$ cat src/dccm_pkg.sv
// ##########################################################
// Geometry of the load/store unit data memory (DCCM)
// Shared by the steering, bank RAM and read alignment blocks
// Byte address = { index, bank, byte offset }
// ##########################################################

package dccm_pkg;

   // Byte address width, 4 KB in total
   localparam int DCCM_BITS = 12;

   // Bytes held in one bank word
   localparam int DCCM_BYTE_WIDTH = 4;

   // Byte offset inside a word, lowest address bits
   localparam int DCCM_WIDTH_BITS = $clog2(DCCM_BYTE_WIDTH);

   // Banks interleaved on the word address
   localparam int DCCM_NUM_BANKS = 4;

   // Bank select sits right above the byte offset
   localparam int DCCM_BANK_BITS = $clog2(DCCM_NUM_BANKS);

   // Row index within one bank, whatever is left of the address
   localparam int DCCM_INDEX_BITS = DCCM_BITS - DCCM_BANK_BITS - DCCM_WIDTH_BITS;

   // Rows per bank
   localparam int DCCM_INDEX_DEPTH = 1 << DCCM_INDEX_BITS;

   // Data word, no ECC bits
   localparam int DCCM_DATA_WIDTH = DCCM_BYTE_WIDTH * 8;

   // Low bit of the index field
   localparam int DCCM_INDEX_LSB = DCCM_WIDTH_BITS + DCCM_BANK_BITS;

endpackage

$ cat src/dccm_rd_align.sv
// ##########################################################
// Read data alignment for the DCCM
// Keeps the bank fields of the lo and hi read addresses for
// one cycle and uses them to pick the two words out of the
// bank outputs
// ##########################################################

`timescale 1ns/100ps

module dccm_rd_align (
   input  logic                                 clk,
   input  logic                                 rst_n,
   input  logic [dccm_pkg::DCCM_BITS-1:0]       dccm_rd_addr_lo,
   input  logic [dccm_pkg::DCCM_BITS-1:0]       dccm_rd_addr_hi,
   input  logic [dccm_pkg::DCCM_NUM_BANKS-1:0][dccm_pkg::DCCM_DATA_WIDTH-1:0] bank_dout,
   output logic [dccm_pkg::DCCM_DATA_WIDTH-1:0] dccm_rd_data_lo,
   output logic [dccm_pkg::DCCM_DATA_WIDTH-1:0] dccm_rd_data_hi
);

   import dccm_pkg::*;

   // Bank fields of the current read request
   logic [DCCM_BANK_BITS-1:0] rd_bank_lo;
   logic [DCCM_BANK_BITS-1:0] rd_bank_hi;

   // Same fields, lined up with the RAM output
   logic [DCCM_BANK_BITS-1:0] rd_bank_lo_q;
   logic [DCCM_BANK_BITS-1:0] rd_bank_hi_q;

   assign rd_bank_lo = dccm_rd_addr_lo[DCCM_WIDTH_BITS +: DCCM_BANK_BITS];
   assign rd_bank_hi = dccm_rd_addr_hi[DCCM_WIDTH_BITS +: DCCM_BANK_BITS];

   // Sampled every cycle
   // only meaningful the cycle after a read
   always_ff @(posedge clk or negedge rst_n) begin
      if (!rst_n) begin
         rd_bank_lo_q <= '0;
         rd_bank_hi_q <= '0;
      end else begin
         rd_bank_lo_q <= rd_bank_lo;
         rd_bank_hi_q <= rd_bank_hi;
      end
   end

   // Bank output mux, lo word
   assign dccm_rd_data_lo = bank_dout[rd_bank_lo_q];

   // Hi word, equals lo on an aligned read
   assign dccm_rd_data_hi = bank_dout[rd_bank_hi_q];

endmodule

$ cat config.mk
export PLATFORM = sky130hd
export DESIGN_NAME = dccm_rd_align
export DESIGN_NICKNAME = d
export VERILOG_FILES = /design/src/dccm_pkg.sv /design/src/dccm_rd_align.sv
export SDC_FILE = /design/constraint.sdc
export NUM_CORES = 1
export LEC_CHECK = 0
export BUFFER_PORTS_ARGS = -buffer_cell sky130_fd_sc_hd__buf_2
export CORE_AREA = 3 3 83 85
export CTS_CLUSTER_DIAMETER = 80
export DETAILED_ROUTE_END_ITERATION = 16
export DIE_AREA = 0 0 86 88
export GPL_TIMING_DRIVEN = 0
export PLACE_DENSITY = 0.77
export SYNTH_ARGS = -nofsm -noshare
export SYNTH_HDL_FRONTEND = slang
export SYNTH_SLANG_ARGS = --single-unit
$ cat constraint.sdc
create_clock -name clk -period 1.3 [get_ports clk]
set_input_delay 0.26 -clock clk [delete_from_list [all_inputs] [get_ports clk]]
set_output_delay 0.26 -clock clk [all_outputs]
set_load 0.05 [all_outputs]
## Word-level counts from Yosys, hierarchy flattened

Cells that the tools add are included.
Widths: inputs -> output; s select.

- Flip-flop bits (word level): 4
- Input bits: 154
- Output and inout port bits: 64
- Logic and storage cells: 8

- Multiplexer cells: 4
- Magnitude comparators: 2

Operators with widths:

| cell | count |
|---|---|
| $bmux 32 s2 | 2 |
| $mux 32 | 2 |
| $lt 2x3->1 const B | 2 |

## Depth between registers and ports, before layout

Gate-level depths: netlist (run 1).

- Depth in word-level cells: 2
- Gate-level depth with buffers: 3
- Mapped depth without buffers: 1

## Worst setup path after synthesis (run 1)

OpenSTA, ideal clock, no wires.

- Path type: reg2out
- Start: register rd_bank_hi_q[0]
- End: output dccm_rd_data_hi[0] (netlist bit)
- Data arrival time: 1.257 ns
- Required time: 1.040 ns
- Path buffers: 1
- Path slack: -0.217 ns
- Stages on the path, launching flop included: 3
- Path through: dfrtp_1 -> buf_6 -> mux4_1

- Cells in the longest elaborated chain, start to end: 2

RTL lines:

| element | line | source |
|---|---|---|
| start, declared | dccm_rd_align.sv:28 | `logic [DCCM_BANK_BITS-1:0] rd_bank_hi_q;` |
| start signal, assigned | dccm_rd_align.sv:41 | `rd_bank_hi_q <= rd_bank_hi;` |
| $bmux 32 s2 | dccm_rd_align.sv:49 | `assign dccm_rd_data_hi = bank_dout[rd_bank_hi_q];` |
| $mux 32 (implied by the code) | dccm_rd_align.sv:49 |  |
| end, declared | dccm_rd_align.sv:17 | `output logic [dccm_pkg::DCCM_DATA_WIDTH-1:0] dccm_rd_data_hi` |

No other way between the ends. The select of a mux whose other input is x is not followed.

## Worst setup path after layout (run 1)

- Start: register rd_bank_lo_q[0]
- End: output dccm_rd_data_lo[17] (netlist bit)

- Cells in the longest elaborated chain, start to end: 2

RTL lines:

| element | line | source |
|---|---|---|
| start, declared | dccm_rd_align.sv:27 | `logic [DCCM_BANK_BITS-1:0] rd_bank_lo_q;` |
| start signal, assigned | dccm_rd_align.sv:40 | `rd_bank_lo_q <= rd_bank_lo;` |
| $bmux 32 s2 | dccm_rd_align.sv:46 | `assign dccm_rd_data_lo = bank_dout[rd_bank_lo_q];` |
| $mux 32 (implied by the code) | dccm_rd_align.sv:46 |  |
| end, declared | dccm_rd_align.sv:16 | `output logic [dccm_pkg::DCCM_DATA_WIDTH-1:0] dccm_rd_data_lo,` |

No other way between the ends. The select of a mux whose other input is x is not followed.

==> flow_metrics.py, run 1 <==
metrics = {
    "routing": {
        "drc_errors": 0,
        "drtIter0Drc": 38,
        "firstDrtPassIters": 4,
        "wire_per_inst_um": 18.5,
        "routed_wl_um": 6750,
        "postRouteAntennaNets": 0,
        "dr_total_vias": 1905,
        "post_drt_via_cell_ratio": 5.22,
    },
    "floorplan": {
        "die_area_um2": 7570,
        "initial_core_util_pct": 27.5,
        "die_x_um": 86,
        "fp.dieH_um": 88,
        "ios": 218,
        "rows": 29,
        "core_um2": 6280,
    },
    "worst_hold_path": {
        "hold_end": "rd_bank_hi_q[1]$_DFF_PN0_",
        "holdPathStages": 1,
        "hp-class": "in -> reg",
        "hold_path.startpoint": "dccm_rd_addr_hi[3]",
    },
    "grt": {
        "grt_pass1_wl_um": 9660,
        "track_usage_pct": 16.0,
        "grt_pass1_vias": 2120,
        "grt_remaining_overflow": 0,
        "antenna_found_initial": 0,
        "grt_max_degree": 11,
    },
    "flow_run": {
        "maxCapViolCount": 0,
    },
    "timing": {
        "min_period_over_period_pct": 140,
        "hold_slack_ns": 0.154,
        "fin_ws_ns": -0.518,
        "finalHoldViolCount": 0,
        "worst_pin_slew_ns": 0.278,
        "fin_crit_ns": 1.82,
        "max_slew_margin_pct": 81.4,
        "grt_setup_unrepaired": "yes",
        "fmaxAchievable_ghz": 0.550,
        "finalSetupViolCount": 64,
        "finalMaxSlewViolations": 0,
    },
    "critical_path": {
        "crit_type": "reg -> out",
        "worstPathRequired_ns": 1.04,
        "startpoint_type": "flip-flop",
        "cp_max_fo": 10,
        "crit_arrival_ns": 1.56,
        "cp-end-kind": "output port",
    },
    "cells_and_area": {
        "num-nets-final": 444,
        "diodes": 0,
        "layout-drive-gt1-share_pct": 98.3,
        "nFillCells": 532,
        "syn2layout_area_growth_pct": 92.5,
        "finalInstanceArea_um2": 3330,
        "ff_latch_area_um2": 100,
        "multi_input_comb_area_um2": 1440,
        "fin_util_pct": 53.0,
    },
    "clocking": {
        "cts.sinks": 4,
        "htree_levels": 1,
        "clk_pin_slew_ns": 0.03,
        "cts_made_buffers": 3,
        "root_buffer": "clkbuf_8",
        "cts_tree": "done",
        "clock_path_buffers": 2,
    },
    "placement": {
        "numPortBuffers": 197,
        "gp_congestion": 0.703,
        "placed_area_um2": 2810,
        "hpwl_um": 5530,
    },
    "synthesis": {
        "synth_area_um2": 1730,
        "synthCells": 82,
        "synth-seq-area-share_pct": 5.79,
        "avgSynthCellArea_um2": 21.1,
        "ys_warn_count": 0,
        "synth_cell_types": 6,
        "synth_nets": 236,
        "synth_seq_cells": 4,
    },
    "power": {
        "p_leak_nw": 1.52,
        "ir_drop_mv": 0.988,
        "power.density_nw_per_um2": 736,
    },
    "run_status": {
        "status": "finished with violations",
        "violations": "negative setup slack",
    },
}
-- cell usage after synthesis (all sizes together) --
cell    n  area (um2)
mux4   64        1460
buf    14         173
dfrtp   4         100
-- placed cells by master, fill, tap and decap left out --
master / n
clkbuf_16: 1
buf_6: 66
buf_4: 1
mux4_2: 64
buf_12: 6
dfrtp_1: 4
dlygate4sd3_1: 1
buf_2: 138
clkbuf_8: 3
buf_8: 3
clkbuf_4: 1
-- worst max path at each step --
stage | slack (ns) | endpoint | from | cells past startpoint
2_1_floorplan | -0.22 | dccm_rd_data_hi[0] | rd_bank_hi_q[0]$_DFF_PN0_ | 2
3_3_place_gp | -0.34 | dccm_rd_data_hi[17] | rd_bank_hi_q[0]$_DFF_PN0_ | 4
3_5_place_dp | -0.34 | dccm_rd_data_lo[17] | rd_bank_lo_q[0]$_DFF_PN0_ | 4
4_1_cts | -0.52 | dccm_rd_data_lo[17] | rd_bank_lo_q[0]$_DFF_PN0_ | 4
5_1_grt | -0.56 | dccm_rd_data_hi[13] | rd_bank_hi_q[0]$_DFF_PN0_ | 4
6_report | -0.52 | dccm_rd_data_lo[17] | rd_bank_lo_q[0]$_DFF_PN0_ | 4
-- area by class of cell --
type                       count  area share (%)
buffer                        14            5.26
clock buffer                   3            1.24
multi-input combinational     64            43.3
sequential                     4            3.01
tap                           77            2.89
timing repair buffer         203            44.3
-- critical path: stages, from the launching register on --
cell	delay (ns)
dfrtp_1	0.33
buf_6	0.16
buf_12	0.16
mux4_2	0.53
buf_6	0.17
-- layer usage --
metal  GRT usage [%]  vias up  wire (um)
met2            32.4      118       3860
met4            1.87        0         44
li1                -      838          -
met1            17.0      945       2210
met3            3.95        4        636
met5               0        -          0
-- cell families (layout without fill, tap and decap cells) --
kind of cell,after synthesis,after routing,synth area share [%]
muxes,64,64,84.2
buffers and inverters,14,220,9.99
DFF,4,4,5.79
-- stage by stage --
step	power (mW)	instances	worst slack, ns	setup TNS [ns]
floorplan	1.39	82	-0.217	-13.62
global placement	1.83	356	-0.339	-19.06
detailed placement	1.86	356	-0.341	-19.54
CTS	2.44	364	-0.516	-31.30
global route	2.55	365	-0.558	-34.09
finish	2.45	365	-0.518	-30.94
-- report_power, final --
part,leakage (nW),internal (mW),switching [mW]
Sequential,0.0466,0.132,0.00648
Combinational,1.45,0.915,1.14
Clock,0.0216,0.197,0.0549
-- sequential cells by signal (all words and copies together) (netlist names) --
register,flops
rd_bank_lo_q,2
rd_bank_hi_q,2
-- repair_timing --
item,CTS,global route
resized for setup,134,5
setup buffers,4,0
cloned,0,1
setup endpoints to repair,64,64
hold buffers,1,0
endpoints found under the hold margin,4,0
(Power assumes the default switching activity.)
==> run 2: changes to the inputs <==
- CORE_AREA: 3 3 83 85 -> 2 2 84 86
- PLACE_DENSITY: 0.77 -> 0.74
==> flow_metrics.py, run 2 (same netlist as run 1, synthesis figures left out) <==
metrics = {
    "routing": {
        "routed_wl_um": 7730,
        "dr_total_vias": 1953,
        "post_drt_via_cell_ratio": 5.31,
        "drtIter0Drc": 43,
        "wire_per_inst_um": 21.0,
        "drc_errors": 0,
        "firstDrtPassIters": 4,
        "postRouteAntennaNets": 0,
    },
    "cells_and_area": {
        "layout_commonest_cell": "buf_2",
        "num-nets-final": 444,
        "multi_input_comb_area_um2": 1440,
        "layout-drive-gt1-share_pct": 98.3,
        "ff_latch_area_um2": 100,
        "diodes": 0,
        "nFillCells": 588,
        "syn2layout_area_growth_pct": 91.8,
        "instances_no_fill": 368,
        "layout_common_cells": "138 x buf_2, 66 x buf_6, 64 x mux4_2, 6 x buf_12, 4 x dfrtp_1",
        "top_regs": "rd_bank_hi_q x2, rd_bank_lo_q x2",
    },
    "floorplan": {
        "die_area_um2": 7570,
        "rows": 30,
        "fp.dieH_um": 88,
        "die_x_um": 86,
        "core_um2": 6640,
        "ios": 218,
        "initial_core_util_pct": 26.0,
    },
    "critical_path": {
        "crit_type": "reg -> out",
        "startpoint_type": "flip-flop",
        "crit_arrival_ns": 1.57,
        "cp_max_fo": 10,
        "cp-end-kind": "output port",
        "worstPathRequired_ns": 1.04,
    },
    "power": {
        "p_sw_share_pct": 50.0,
        "p_sw_mw": 1.24,
        "clkPwrFrac_pct": 10.3,
        "p_leak_nw": 1.52,
        "p_seq_share_pct": 5.6,
        "power.density_nw_per_um2": 747,
        "ir_drop_mv": 0.586,
        "intPower_mw": 1.24,
        "combPwrFrac_pct": 84.1,
    },
    "run_status": {
        "violations": "negative setup slack",
        "status": "finished with violations",
    },
    "timing": {
        "finalSetupViolCount": 64,
        "worst_pin_slew_ns": 0.294,
        "finalHoldViolCount": 0,
        "fmaxAchievable_ghz": 0.547,
        "fin_setup_tns_ns": -31.63,
        "min_period_over_period_pct": 141,
        "finalMaxSlewViolations": 0,
        "fin_ws_ns": -0.528,
        "grt_setup_unrepaired": "yes",
        "max_slew_margin_pct": 80.4,
        "fin_crit_ns": 1.83,
    },
    "clocking": {
        "cts_made_buffers": 3,
        "cts_tree": "done",
        "root_buffer": "clkbuf_8",
        "clk_pin_slew_ns": 0.03,
        "cts.sinks": 4,
        "htree_levels": 1,
        "clock_path_buffers": 2,
    },
    "grt": {
        "grt_pass1_wl_um": 11300,
        "grt_remaining_overflow": 0,
        "antenna_found_initial": 0,
        "track_usage_pct": 19.6,
        "grt_pass1_vias": 2106,
        "grt_max_degree": 11,
    },
    "worst_hold_path": {
        "hold_end": "rd_bank_lo_q[1]$_DFF_PN0_",
        "holdPathStages": 1,
        "hold_path.startpoint": "dccm_rd_addr_lo[3]",
        "hp-class": "in -> reg",
    },
    "placement": {
        "gp_congestion": 0.778,
        "numPortBuffers": 197,
        "dpl.cell_count": 359,
        "hpwl_um": 6440,
    },
    "flow_run": {
        "maxCapViolCount": 0,
    },
}
-- run 2: routing by layer --
layer / share of wire (%) / vias up / GRT usage, %
met5: 0 / - / 0
met3: 7.6 / 16 / 3.86
li1: - / 842 / -
met2: 55 / 120 / 35.2
met4: 2.0 / 0 / 6.06
met1: 36 / 975 / 23.7
-- run 2: critical path: stages (launching register included) --
cell and delay, ns:
dfrtp_1 0.33, buf_6 0.15, buf_12 0.15, mux4_2 0.54, buf_6 0.18
-- run 2: timing repair --
item / CTS / global route
cloned: 0 / 1
endpoints found under the setup margin: 64 / 64
hold buffers: 1 / 0
buffers inserted: 2 / 2
gates resized for setup: 132 / 3
endpoints found under the hold margin: 4 / 0
pin swaps: 0 / 0
-- run 2: layout make-up --
class / count / area share, %
clock buffer: 3 / 1.24
tap: 80 / 3.02
sequential: 4 / 3.02
multi-input combinational: 64 / 43.5
buffer: 14 / 5.28
timing repair buffer: 203 / 44.0
-- run 2: how the worst max path moves through the flow --
stage,startpoint,end,slack [ns],depth (start not counted)
floorplan,rd_bank_hi_q[0]$_DFF_PN0_,dccm_rd_data_hi[0],-0.22,2
global placement,rd_bank_lo_q[0]$_DFF_PN0_,dccm_rd_data_lo[9],-0.34,4
detailed placement,rd_bank_lo_q[0]$_DFF_PN0_,dccm_rd_data_lo[4],-0.37,4
CTS,rd_bank_lo_q[0]$_DFF_PN0_,dccm_rd_data_lo[4],-0.56,4
global route,rd_bank_hi_q[0]$_DFF_PN0_,dccm_rd_data_hi[30],-0.58,4
finish,rd_bank_lo_q[0]$_DFF_PN0_,dccm_rd_data_lo[8],-0.53,4
-- run 2: stage by stage --
step / utilization [%] / hold slack [ns] / area [um2] / worst slack (ns) / total power, mW
floorplan: - / -0.0356 / 1730 / -0.217 / 1.39
global placement: 42.4 / 0.0635 / 2820 / -0.341 / 1.85
detailed placement: 42.4 / 0.0678 / 2820 / -0.371 / 1.89
CTS: 49.2 / 0.145 / 3270 / -0.555 / 2.46
global route: 49.9 / 0.151 / 3320 / -0.577 / 2.57
finish: 49.9 / 0.150 / 3320 / -0.528 / 2.48
-- run 2: power by group through the flow --
stage	sequential (mW)	clock [mW]	combinational (mW)
after floorplan	0.137	0	1.25
after global placement	0.140	0	1.71
after detailed placement	0.140	0	1.75
after CTS	0.139	0.264	2.06
after global routing	0.140	0.271	2.16
final	0.138	0.256	2.08
