==> config.mk <==
export PLATFORM = sky130hd
export DESIGN_NAME = dccm_bank_steer
export DESIGN_NICKNAME = d
export VERILOG_FILES = /design/src/dccm_pkg.sv /design/src/dccm_bank_steer.sv
export SDC_FILE = /design/constraint.sdc
export NUM_CORES = 1
export LEC_CHECK = 0
export ABC_CLOCK_PERIOD_IN_PS = 2800
export BUFFER_PORTS_ARGS = -buffer_cell sky130_fd_sc_hd__buf_4
export CAP_MARGIN = 40
export CORE_AREA = 2 2 112 114
export DETAILED_ROUTE_END_ITERATION = 12
export DIE_AREA = 0 0 114 116
export PLACE_DENSITY = 0.62
export SLEW_MARGIN = 20
export SYNTH_ARGS = -nofsm -noshare
export SYNTH_HDL_FRONTEND = slang
export SYNTH_SLANG_ARGS = --single-unit
==> constraint.sdc <==
create_clock -name vclk -period 2.8
set_clock_uncertainty 0.1 [all_clocks]
set_input_delay 0.56 -clock vclk [all_inputs]
set_output_delay 0.56 -clock vclk [all_outputs]
set_load 0.05 [all_outputs]
==> src/dccm_pkg.sv <==
// ##########################################################
// Geometry of the load/store unit data memory (DCCM)
// Shared by the steering, bank RAM and read alignment blocks
// Byte address = { index, bank, byte offset }
// ##########################################################

package dccm_pkg;

   // Byte address width, 4 KB in total
   localparam int DCCM_BITS = 12;

   // Bytes held in one bank word
   localparam int DCCM_BYTE_WIDTH = 4;

   // Byte offset inside a word, lowest address bits
   localparam int DCCM_WIDTH_BITS = $clog2(DCCM_BYTE_WIDTH);

   // Banks interleaved on the word address
   localparam int DCCM_NUM_BANKS = 4;

   // Bank select sits right above the byte offset
   localparam int DCCM_BANK_BITS = $clog2(DCCM_NUM_BANKS);

   // Row index within one bank, whatever is left of the address
   localparam int DCCM_INDEX_BITS = DCCM_BITS - DCCM_BANK_BITS - DCCM_WIDTH_BITS;

   // Rows per bank
   localparam int DCCM_INDEX_DEPTH = 1 << DCCM_INDEX_BITS;

   // Data word, no ECC bits
   localparam int DCCM_DATA_WIDTH = DCCM_BYTE_WIDTH * 8;

   // Low bit of the index field
   localparam int DCCM_INDEX_LSB = DCCM_WIDTH_BITS + DCCM_BANK_BITS;

endpackage

==> src/dccm_bank_steer.sv <==
// ##########################################################
// Bank steering for the DCCM
// Turns lo/hi read and write byte addresses into per-bank
// enables, row index and write data; purely combinational
// ##########################################################

`timescale 1ns/100ps

module dccm_bank_steer (
   input  logic                                 dccm_wren,
   input  logic                                 dccm_rden,
   input  logic [dccm_pkg::DCCM_BITS-1:0]       dccm_wr_addr_lo,
   input  logic [dccm_pkg::DCCM_BITS-1:0]       dccm_wr_addr_hi,
   input  logic [dccm_pkg::DCCM_BITS-1:0]       dccm_rd_addr_lo,
   input  logic [dccm_pkg::DCCM_BITS-1:0]       dccm_rd_addr_hi,
   input  logic [dccm_pkg::DCCM_DATA_WIDTH-1:0] dccm_wr_data_lo,
   input  logic [dccm_pkg::DCCM_DATA_WIDTH-1:0] dccm_wr_data_hi,

   output logic [dccm_pkg::DCCM_NUM_BANKS-1:0]  wren_bank,
   output logic [dccm_pkg::DCCM_NUM_BANKS-1:0]  rden_bank,
   output logic [dccm_pkg::DCCM_NUM_BANKS-1:0]  clken_bank,
   output logic [dccm_pkg::DCCM_NUM_BANKS-1:0][dccm_pkg::DCCM_INDEX_BITS-1:0] addr_bank,
   output logic [dccm_pkg::DCCM_NUM_BANKS-1:0][dccm_pkg::DCCM_DATA_WIDTH-1:0] wr_data_bank
);

   import dccm_pkg::*;

   // Bank fields of the four addresses
   logic [DCCM_BANK_BITS-1:0]  wr_bank_lo;
   logic [DCCM_BANK_BITS-1:0]  wr_bank_hi;
   logic [DCCM_BANK_BITS-1:0]  rd_bank_lo;
   logic [DCCM_BANK_BITS-1:0]  rd_bank_hi;

   // Row index fields of the four addresses
   logic [DCCM_INDEX_BITS-1:0] wr_idx_lo;
   logic [DCCM_INDEX_BITS-1:0] wr_idx_hi;
   logic [DCCM_INDEX_BITS-1:0] rd_idx_lo;
   logic [DCCM_INDEX_BITS-1:0] rd_idx_hi;

   // Access crosses a word boundary
   logic                       wr_unaligned;
   logic                       rd_unaligned;

   // Per-bank address hits
   logic [DCCM_NUM_BANKS-1:0]  wr_hit_lo;
   logic [DCCM_NUM_BANKS-1:0]  wr_hit_hi;
   logic [DCCM_NUM_BANKS-1:0]  rd_hit_lo;
   logic [DCCM_NUM_BANKS-1:0]  rd_hit_hi;

   // Per-bank row index of each request, before write priority
   logic [DCCM_NUM_BANKS-1:0][DCCM_INDEX_BITS-1:0] wr_idx_bank;
   logic [DCCM_NUM_BANKS-1:0][DCCM_INDEX_BITS-1:0] rd_idx_bank;

   // Field split: offset in the low bits, bank above it, index on top
   assign wr_bank_lo = dccm_wr_addr_lo[DCCM_WIDTH_BITS +: DCCM_BANK_BITS];
   assign wr_bank_hi = dccm_wr_addr_hi[DCCM_WIDTH_BITS +: DCCM_BANK_BITS];
   assign rd_bank_lo = dccm_rd_addr_lo[DCCM_WIDTH_BITS +: DCCM_BANK_BITS];
   assign rd_bank_hi = dccm_rd_addr_hi[DCCM_WIDTH_BITS +: DCCM_BANK_BITS];

   assign wr_idx_lo  = dccm_wr_addr_lo[DCCM_INDEX_LSB +: DCCM_INDEX_BITS];
   assign wr_idx_hi  = dccm_wr_addr_hi[DCCM_INDEX_LSB +: DCCM_INDEX_BITS];
   assign rd_idx_lo  = dccm_rd_addr_lo[DCCM_INDEX_LSB +: DCCM_INDEX_BITS];
   assign rd_idx_hi  = dccm_rd_addr_hi[DCCM_INDEX_LSB +: DCCM_INDEX_BITS];

   // Different banks for lo and hi means two words in one cycle
   assign wr_unaligned = (wr_bank_lo != wr_bank_hi);
   assign rd_unaligned = (rd_bank_lo != rd_bank_hi);

   for (genvar i = 0; i < DCCM_NUM_BANKS; i++) begin : g_bank

      // Decode of each bank field onto this bank
      assign wr_hit_lo[i] = (wr_bank_lo == DCCM_BANK_BITS'(i));
      assign wr_hit_hi[i] = (wr_bank_hi == DCCM_BANK_BITS'(i));
      assign rd_hit_lo[i] = (rd_bank_lo == DCCM_BANK_BITS'(i));
      assign rd_hit_hi[i] = (rd_bank_hi == DCCM_BANK_BITS'(i));

      // Either half of the request lands here
      assign wren_bank[i] = dccm_wren & (wr_hit_lo[i] | wr_hit_hi[i]);
      assign rden_bank[i] = dccm_rden & (rd_hit_lo[i] | rd_hit_hi[i]);

      // Macro runs only when something targets it
      assign clken_bank[i] = wren_bank[i] | rden_bank[i];

      // Hi half only owns the bank when it really is a second word
      assign wr_idx_bank[i] = (wr_hit_hi[i] & wr_unaligned) ? wr_idx_hi : wr_idx_lo;
      assign rd_idx_bank[i] = (rd_hit_hi[i] & rd_unaligned) ? rd_idx_hi : rd_idx_lo;

      // Write wins the single port
      assign addr_bank[i] = wren_bank[i] ? wr_idx_bank[i] : rd_idx_bank[i];

      // Same lo/hi choice for the data word
      assign wr_data_bank[i] = (wr_hit_hi[i] & wr_unaligned) ? dccm_wr_data_hi
                                                             : dccm_wr_data_lo;
   end : g_bank

endmodule

* After elaboration in Yosys (flattened, before gate mapping)
Cells that the tools add are included.
** Word-level totals
- Register bits :: 0
- Input bits :: 114
- Output and inout port bits :: 172
- Word-level logic and storage cells :: 62
** Operators by class
- Equal/unequal tests :: 14
- Muxes and demuxes :: 16
- Bitwise operators :: 28
- Reduce and logical (&&, ||, !) cells :: 4
** Operators by type and width (count)
- 32-bit 2-to-1 mux :: 4
- 8-bit 2-to-1 mux :: 12
- 1-bit AND :: 16
- 2-bit == test, second input constant :: 8
- 1-bit bitwise OR :: 12
- 2-bit by 1-bit == test with 1-bit output, second input constant :: 4
- 2-bit logical NOT :: 4
- 2-bit inequality test :: 2

* Depth between registers and ports, before layout
Gate-level depths: netlist of run 1.
- Depth after elaboration :: 4
- Mapped depth :: 6
- Mapped depth without buffers :: 4

* Least setup slack after synthesis of run 1
Ideal clock, no wire load.
- Kind :: input to output
- Start point :: input port dccm_rd_addr_lo[3] (netlist name)
- End point :: output port clken_bank[3] (netlist name)
- Data arrival time :: 2230 ps
- Data required time :: 2140 ps
- Path slack :: -90 ps
- Cell stages on the path :: 3
- Buffers on the path :: 0
- Path through :: nand2_1 a21boi_0 a21o_1
** Between the ends
- Word-level cells in the longest chain between the ends :: 4
** RTL lines
- start: declaration :: line dccm_bank_steer.sv:14 : input logic [dccm_pkg::DCCM_BITS-1:0] dccm_rd_addr_lo,
- 2-bit == test :: line dccm_bank_steer.sv:74 : assign rd_hit_lo[i] = (rd_bank_lo == DCCM_BANK_BITS'(i));
- 1-bit bitwise OR :: line dccm_bank_steer.sv:79 : assign rden_bank[i] = dccm_rden & (rd_hit_lo[i] | rd_hit_hi[i]);
- 1-bit AND :: line dccm_bank_steer.sv:79
- net rden_bank, one bit :: line dccm_bank_steer.sv:20 : output logic [dccm_pkg::DCCM_NUM_BANKS-1:0] rden_bank,
- 1-bit bitwise OR :: line dccm_bank_steer.sv:82 : assign clken_bank[i] = wren_bank[i] | rden_bank[i];
- end: declaration :: line dccm_bank_steer.sv:21 : output logic [dccm_pkg::DCCM_NUM_BANKS-1:0] clken_bank,
The timed path passes the listed nets, and every way through them passes these cells.

==> results of run 1 <==
## layout make-up
class | instances | area [um^2] | share of cell area [%]
inverter | 8 | 30.0 | 0.554
multi-input combinational | 262 | 2900 | 53.5
tap | 147 | 184 | 3.39
timing repair buffer | 296 | 2310 | 42.6
## per-layer routing
metal	wire length (um)	global-route usage, %
met1	4780	19.4
met2	6710	33.6
met3	956	2.67
met4	131	2.03
met5	0	0
## through the flow
| step | instance area [um^2] | total power, uW | util [%] | hold slack (ns) |
|---|---|---|---|---|
| floorplan | 3140 | 1210 | - | 1.24 |
| global placement | 5420 | 1760 | 45.5 | 1.41 |
| detailed placement | 5420 | 1770 | 45.5 | 1.42 |
| CTS | 5420 | 1780 | 45.5 | 1.42 |
| global route | 5420 | 1840 | 45.5 | 1.43 |
| finish | 5420 | 1770 | 45.5 | 1.42 |
## kinds of logic after synthesis
group | after synthesis | share of synthesized area (%)
muxes | 192 | 77.5
AOI/OAI and AO/OA | 43 | 9.04
buffers and inverters | 30 | 7.96
and+or+nand+nor | 27 | 5.53
## worst max-delay path, stage by stage
cell	delay (ns)
buf_4	0.11
nand2b_1	0.22
inv_2	0.05
o21ai_2	0.31
buf_4	0.23
mux2i_1	0.22
buf_4	0.23
## worst min path at each step
stage | startpoint | to | slack (ns)
after floorplan | dccm_wr_data_lo[0] | wr_data_bank[0] | 1.24
after global placement | dccm_wr_data_hi[30] | wr_data_bank[62] | 1.41
after detailed placement | dccm_rden | clken_bank[1] | 1.42
after CTS | dccm_rden | clken_bank[1] | 1.42
after global routing | dccm_wr_data_lo[17] | wr_data_bank[17] | 1.43
final | dccm_rden | clken_bank[1] | 1.42
## power breakdown
part	switching (uW)	internal, uW
Clock	0	0
Combinational	1110	657
Sequential	0	0
## cell usage in the layout (no fill, tap or decap)
cell type / instances
buf_4: 289
and2b_1: 2
o21a_1: 1
a21bo_1: 2
inv_2: 2
buf_12: 7
nor2_1: 4
o21ai_0: 2
mux2_4: 94
mux2i_1: 64
o22ai_1: 32
nand2b_1: 4
mux2_1: 2
nand2_4: 3
nand3_2: 4
and2_1: 2
nand2_1: 5
a21o_1: 1
o21ai_1: 1
o21ai_2: 3
mux2_2: 32
nand2_2: 1
a21boi_1: 1
or2_1: 2
inv_1: 6
==> impl_metrics.py, run 1 <==
metrics = {
    "setup_path": {
        "path_max_fanout": 5,
        "crit_path_end": "addr_bank[13]",
        "end_kind": "output port",
        "worstSetupStartpoint": "dccm_wr_addr_lo[3]",
        "crit_arrival_ns": 1.94,
        "worstSetupStartpointType": "input pin",
        "path_class": "in -> out",
        "cp.required_ns": 2.14,
    },
    "routing": {
        "wl_per_cell_um": 17.6,
        "routed_wl_um": 12600,
        "drtPass1Iterations": 4,
        "drt_iter0_markers": 179,
        "vias": 3519,
        "postRouteAntennaNets": 0,
        "drc": 0,
        "via_per_inst": 4.94,
    },
    "global_routing": {
        "grt.total_usage_pct": 16.9,
        "grt_max_degree": 25,
        "grt_pass1_wl_um": 18300,
        "antenna_found_initial": 0,
        "grt_pass1_vias": 3461,
        "gr-total-overflow": 0,
    },
    "cts": {
        "ctsHoldBuffers": 0,
        "cts_setup_buffers": 0,
        "cts_resized": 0,
    },
    "synth": {
        "syn_inst": 292,
        "synth.top_cell.area_share_pct": 44.9,
        "synth_top_area_cell": "mux2_4",
        "ys_seq_area_share_pct": 0,
        "yosysWarnings": 0,
        "avgSynthCellArea_um2": 10.8,
        "ys_top_cells_by_area": "mux2_4 45%, mux2i_1 20%, mux2_2 11%",
        "synth_nets": 406,
        "yosys.cell_types.count": 27,
        "synth.most_common_cell": "mux2_4",
        "ys_top_cells_by_count": "94 x mux2_4, 64 x mux2i_1, 32 x mux2_2, 32 x o22ai_1, 16 x buf_6",
        "syn-cell-area_um2": 3140,
    },
    "finish": {
        "design.seq.count": 0,
        "stdcell_count": 713,
        "nNetsFinal": 682,
        "drive_above_1_share_pct": 76.9,
        "clkbuf_count": 0,
        "antennaDiodeCount": 0,
        "filler_cell_count": 1150,
        "regArea_um2": 0,
        "synthToLayoutAreaGrowth_pct": 72.5,
    },
    "run_status": {
        "outcome": "completed",
    },
    "sta": {
        "final_max_slew_viol_count": 0,
        "tns_ns": 0,
        "fin_ws_ns": 0.199,
        "tightest_slew_ns": 0.711,
        "fin_crit_sh_pct": 92.9,
        "slew_headroom_pct": 52.6,
        "fin_crit_ns": 2.60,
        "setup_violations": 0,
        "rsz0062_at_grt": "no",
        "timing.fmax_mhz": 384,
        "hold_violations": 0,
    },
    "min_path": {
        "hp-class": "in -> out",
        "hold_depth": 3,
    },
    "floorplan": {
        "ioPinCount": 286,
        "die_w_um": 114,
        "die_h_um": 116,
        "core-area_um2": 11900,
        "start_util_pct": 26.4,
        "die-area_um2": 13200,
        "rows": 40,
    },
    "run": {
        "cap_viol_max_count": 0,
    },
    "place": {
        "dp_hpwl_um": 10300,
        "place_inst": 713,
        "post-place-ws_ns": 0.180,
        "globalplace.congestion": 0.803,
        "io_buffers": 278,
    },
    "power": {
        "p_leak_uw": 0.00322,
        "powerDensity_nw_per_um2": 327,
        "peakVddDrop_uv": 144,
    },
}
No activity file was read; power rests on OpenSTA's default activity.
==> inputs of run 2 (changes only) <==
--- a/config.mk
+++ b/config.mk
@@ -5,7 +5,7 @@
 export SDC_FILE = /design/constraint.sdc
 export NUM_CORES = 1
 export LEC_CHECK = 0
-export ABC_CLOCK_PERIOD_IN_PS = 2800
+export ABC_CLOCK_PERIOD_IN_PS = 3300
 export BUFFER_PORTS_ARGS = -buffer_cell sky130_fd_sc_hd__buf_4
 export CAP_MARGIN = 40
 export CORE_AREA = 2 2 112 114
==> constraint.sdc (replaced) <==
create_clock -name vclk -period 3.3
set_clock_uncertainty 0.1 [all_clocks]
set_input_delay 0.66 -clock vclk [all_inputs]
set_output_delay 0.66 -clock vclk [all_outputs]
set_load 0.05 [all_outputs]
==> run 2 against run 1 <==
Power is 15% lower. Sequential share of layout area stayed put. Routed wire length is 1.6% higher. Largest cell class unchanged. First-iteration DRC count is 14% lower. Final area is 1.2% lower. Setup slack better by 0.16 ns. Sequential cell count stayed put. Non-clock buffer count is 7 lower. Count of clock-buffer cells in the layout stayed put.
==> impl_metrics.py, run 2 (synthesized netlist as in run 1, its figures left out) <==
metrics = {
    "sta": {
        "fin_crit_sh_pct": 89.1,
        "final_max_slew_viol_count": 0,
        "rsz0062_at_grt": "no",
        "setup_violations": 0,
        "slew_headroom_pct": 53.7,
        "hold_violations": 0,
        "fin_crit_ns": 2.94,
        "timing.fmax_mhz": 340,
        "tightest_slew_ns": 0.694,
        "whs_ns": 1.61,
        "tns_ns": 0,
    },
    "floorplan": {
        "rows": 40,
        "die_w_um": 114,
        "ioPinCount": 286,
        "core-area_um2": 11900,
        "die-area_um2": 13200,
        "start_util_pct": 26.4,
        "die_h_um": 116,
    },
    "finish": {
        "design.seq.count": 0,
        "clkbuf_count": 0,
        "drive_above_1_share_pct": 76.6,
        "antennaDiodeCount": 0,
        "final_common_cell": "buf_4",
        "nNetsFinal": 675,
        "final_cell_mix": "283 x buf_4, 94 x mux2_4, 64 x mux2i_1, 32 x mux2_2, 32 x o22ai_1",
        "synthToLayoutAreaGrowth_pct": 70.4,
        "regArea_um2": 0,
        "multi_input_area_um2": 2900,
        "filler_cell_count": 1184,
    },
    "place": {
        "io_buffers": 278,
        "dp_hpwl_um": 10300,
        "globalplace.congestion": 0.823,
    },
    "setup_path": {
        "crit_path_frequent_cell": "buf_4",
        "worstSetupStartpointType": "input pin",
        "cp.required_ns": 2.54,
        "slowest_stage": "or2_1",
        "path_delay_family": "buffers and inverters",
        "crit_buf_inv": 3,
        "crit_arrival_ns": 2.18,
        "max_stage_delay_ns": 0.41,
        "end_kind": "output port",
        "path_max_fanout": 40,
        "path_cells": "buf_4 -> or2_1 -> nand2_4 -> buf_12 -> o22ai_1 -> mux2i_1 -> buf_4",
        "path_class": "in -> out",
    },
    "power": {
        "p_switching_uw": 947,
        "p_sw_share_pct": 63.2,
        "power.total_uw": 1500,
        "combPwrFrac_pct": 100.0,
        "clockPowerShare_pct": 0,
        "powerDensity_nw_per_um2": 279,
        "internal_power_uw": 551,
        "pwr-share-seq_pct": 0,
        "p_leak_uw": 0.00318,
        "peakVddDrop_uv": 145,
    },
    "min_path": {
        "hold_depth": 3,
        "min_from": "dccm_rden",
        "holdPathEnd": "clken_bank[1]",
        "hp-class": "in -> out",
    },
    "routing": {
        "drtPass1Iterations": 4,
        "postRouteAntennaNets": 0,
        "via_per_inst": 4.99,
        "drc": 0,
        "vias": 3526,
        "routed_wl_um": 12800,
        "wl_per_cell_um": 18.1,
        "drt_iter0_markers": 154,
    },
    "run": {
        "cap_viol_max_count": 0,
    },
    "cts": {
        "cts_resized": 0,
        "ctsHoldBuffers": 0,
        "cts_setup_buffers": 0,
    },
    "global_routing": {
        "grt.total_usage_pct": 17.2,
        "antenna_found_initial": 0,
        "grt_max_degree": 41,
        "grt_pass1_wl_um": 18700,
        "gr-total-overflow": 0,
        "grt_pass1_vias": 3553,
    },
    "run_status": {
        "outcome": "completed",
    },
}
run 2: cell count changes in the layout (fill, tap and decap cells not counted):
| cell | previous run | this run |
|---|---|---|
| buf_12 | 7 | 6 |
| buf_4 | 289 | 283 |
| a21boi_1 | 1 | 0 |
| a21boi_0 | 0 | 1 |
run 2: worst max-delay path by stage:
stage	startpoint	to	slack [ns]	cells after the start
detailed placement	dccm_wr_addr_lo[3]	addr_bank[0]	0.35	7
CTS	dccm_wr_addr_lo[3]	addr_bank[0]	0.35	7
finish	dccm_wr_addr_lo[3]	addr_bank[0]	0.36	7
global route	dccm_wr_addr_lo[3]	addr_bank[6]	0.27	7
floorplan	dccm_rd_addr_lo[3]	clken_bank[3]	0.21	3
global placement	dccm_wr_addr_lo[3]	addr_bank[7]	0.37	7
run 2: final cells by class:
type | instances | area share [%]
well taps | 147 | 3.43
multi-input cells | 262 | 54.1
repair buffers | 289 | 41.9
inverters | 8 | 0.561
run 2: metrics by stage:
stage | utilization (%) | worst slack (ns) | instance area [um^2] | cells
after floorplan | - | 0.210 | 3140 | 292
after global routing | 45.0 | 0.269 | 5360 | 706
final | 45.0 | 0.361 | 5360 | 706
after CTS | 45.0 | 0.352 | 5360 | 706
after detailed placement | 45.0 | 0.352 | 5360 | 706
after global placement | 45.0 | 0.369 | 5360 | 706
run 2: routing by layer:
layer	up-vias	GRT usage, %	part of all wire, %
met3	2	2.77	7.9
met2	186	34.5	54
li1	1659	-	-
met4	0	1.06	0.21
met5	-	0	0
met1	1679	19.7	38
run 2: power by group through the flow:
| stage | combinational [uW] | clock, uW | sequential (uW) |
|---|---|---|---|
| 3_5_place_dp | 1500 | 0 | 0 |
| 4_1_cts | 1500 | 0 | 0 |
| 5_1_grt | 1550 | 0 | 0 |
| 3_3_place_gp | 1490 | 0 | 0 |
| 6_report | 1500 | 0 | 0 |
| 2_1_floorplan | 1030 | 0 | 0 |
run 2: tightest hold or removal path: cells and delay by family:
family	cells	cell delay (ns)
compound gates	1	0.10
buf+inv	2	0.29
==> inputs of run 3 (changes only) <==
--- a/config.mk
+++ b/config.mk
@@ -11,6 +11,7 @@
 export CORE_AREA = 2 2 112 114
 export DETAILED_ROUTE_END_ITERATION = 12
 export DIE_AREA = 0 0 114 116
+export MAX_ROUTING_LAYER = met4
 export PLACE_DENSITY = 0.62
 export SLEW_MARGIN = 20
 export SYNTH_ARGS = -nofsm -noshare
==> run 3 against run 2 <==
Hold slack unchanged. Die area did not move. Power about the same. Global-route usage increased by 0.52 points. Maximum frequency is 0.17% lower. First-iteration DRC count up 16%. Critical path depth unchanged. Highest routed layer unchanged. Sequential cell count unchanged. Critical path type unchanged. Sequential share of layout area did not move. Combinational power about the same. Count of clock-buffer cells in the layout unchanged. Critical endpoint unchanged. Routed wire length is essentially flat.
==> impl_metrics.py, run 3 (synthesized netlist as in run 1, its figures left out) <==
metrics = {
    "finish": {
        "antennaDiodeCount": 0,
        "drive_above_1_share_pct": 76.6,
        "filler_cell_count": 1184,
        "final_cell_mix": "283 x buf_4, 94 x mux2_4, 64 x mux2i_1, 32 x mux2_2, 32 x o22ai_1",
        "clkbuf_count": 0,
        "stdcell_count": 706,
        "regArea_um2": 0,
        "stdcell_area_um2": 5360,
        "final_common_cell": "buf_4",
        "nNetsFinal": 675,
        "synthToLayoutAreaGrowth_pct": 70.4,
        "design.seq.count": 0,
        "final_core_util_pct": 45.0,
    },
    "power": {
        "powerDensity_nw_per_um2": 280,
        "power.total_uw": 1500,
        "peakVddDrop_uv": 145,
        "p_leak_uw": 0.00318,
    },
    "sta": {
        "final_max_slew_viol_count": 0,
        "fin_crit_ns": 2.94,
        "timing.fmax_mhz": 340,
        "fin_crit_sh_pct": 89.2,
        "tns_ns": 0,
        "setup_violations": 0,
        "rsz0062_at_grt": "no",
        "tightest_slew_ns": 0.699,
        "hold_violations": 0,
        "slew_headroom_pct": 53.4,
    },
    "floorplan": {
        "die_h_um": 116,
        "core-area_um2": 11900,
        "start_util_pct": 26.4,
        "ioPinCount": 286,
        "rows": 40,
        "die_w_um": 114,
        "die-area_um2": 13200,
    },
    "cts": {
        "cts_setup_buffers": 0,
        "ctsHoldBuffers": 0,
        "cts_resized": 0,
    },
    "place": {
        "placed_area_um2": 5360,
        "place_inst": 706,
        "dp_hpwl_um": 10300,
        "io_buffers": 278,
        "globalplace.congestion": 0.836,
    },
    "routing": {
        "drtPass1Iterations": 4,
        "drt_iter0_markers": 179,
        "postRouteAntennaNets": 0,
        "routed_wl_um": 12800,
        "wl_per_cell_um": 18.1,
        "vias": 3544,
        "drc": 0,
        "via_per_inst": 5.02,
    },
    "min_path": {
        "hp-class": "in -> out",
    },
    "setup_path": {
        "max_stage_delay_ns": 0.41,
        "path_cells": "buf_4 -> or2_1 -> nand2_4 -> buf_12 -> o22ai_1 -> mux2i_1 -> buf_4",
        "end_kind": "output port",
        "worstSetupStartpointType": "input pin",
        "slowest_stage": "or2_1",
        "path_max_fanout": 40,
        "crit_arrival_ns": 2.18,
        "path_class": "in -> out",
        "cp.required_ns": 2.54,
        "crit_path_frequent_cell": "buf_4",
        "path_delay_family": "buffers and inverters",
        "crit_buf_inv": 3,
    },
    "global_routing": {
        "grt.total_usage_pct": 17.7,
        "antenna_found_initial": 0,
        "grt_pass1_vias": 3553,
        "gr-total-overflow": 0,
        "grt_pass1_wl_um": 18700,
        "grt_max_degree": 41,
    },
    "run_status": {
        "outcome": "completed",
    },
    "run": {
        "cap_viol_max_count": 0,
    },
}
[run 3: report_power, final]
part / internal [uW] / leakage [uW] / switching [uW]
Clock: 0 / 0 / 0
Sequential: 0 / 0 / 0
Combinational: 551 / 0.00318 / 947
Total: 551 / 0.00318 / 947
[run 3: cell type report]
| cell class | count | area [um^2] | share of cell area, % |
|---|---|---|---|
| Inverter | 8 | 30.0 | 0.561 |
| Multi-Input combinational cell | 262 | 2900 | 54.1 |
| Timing Repair Buffer | 289 | 2240 | 41.9 |
| Tap cell | 147 | 184 | 3.43 |
[run 3: metal layers]
layer	wire length, um	vias up	global-route usage (%)
met1	5070	1691	20.7
met2	6860	187	34.4
met4	40	0	1.06
li1	-	1660	-
met3	813	6	1.31
met5	0	-	-
[run 3: stage by stage]
| step | hold WS, ns | worst slack (ns) |
|---|---|---|
| global route | 1.63 | 0.269 |
| detailed placement | 1.61 | 0.352 |
| CTS | 1.61 | 0.352 |
| finish | 1.61 | 0.356 |
| global placement | 1.61 | 0.369 |
| floorplan | 1.44 | 0.210 |
[run 3: path summary, 6_finish.rpt]
check | start | endpoint | slack, ns | cells after the start
hold / removal | dccm_rden | clken_bank[1] | 1.61 | 3
setup / recovery | dccm_wr_addr_lo[3] | addr_bank[0] | 0.36 | 7
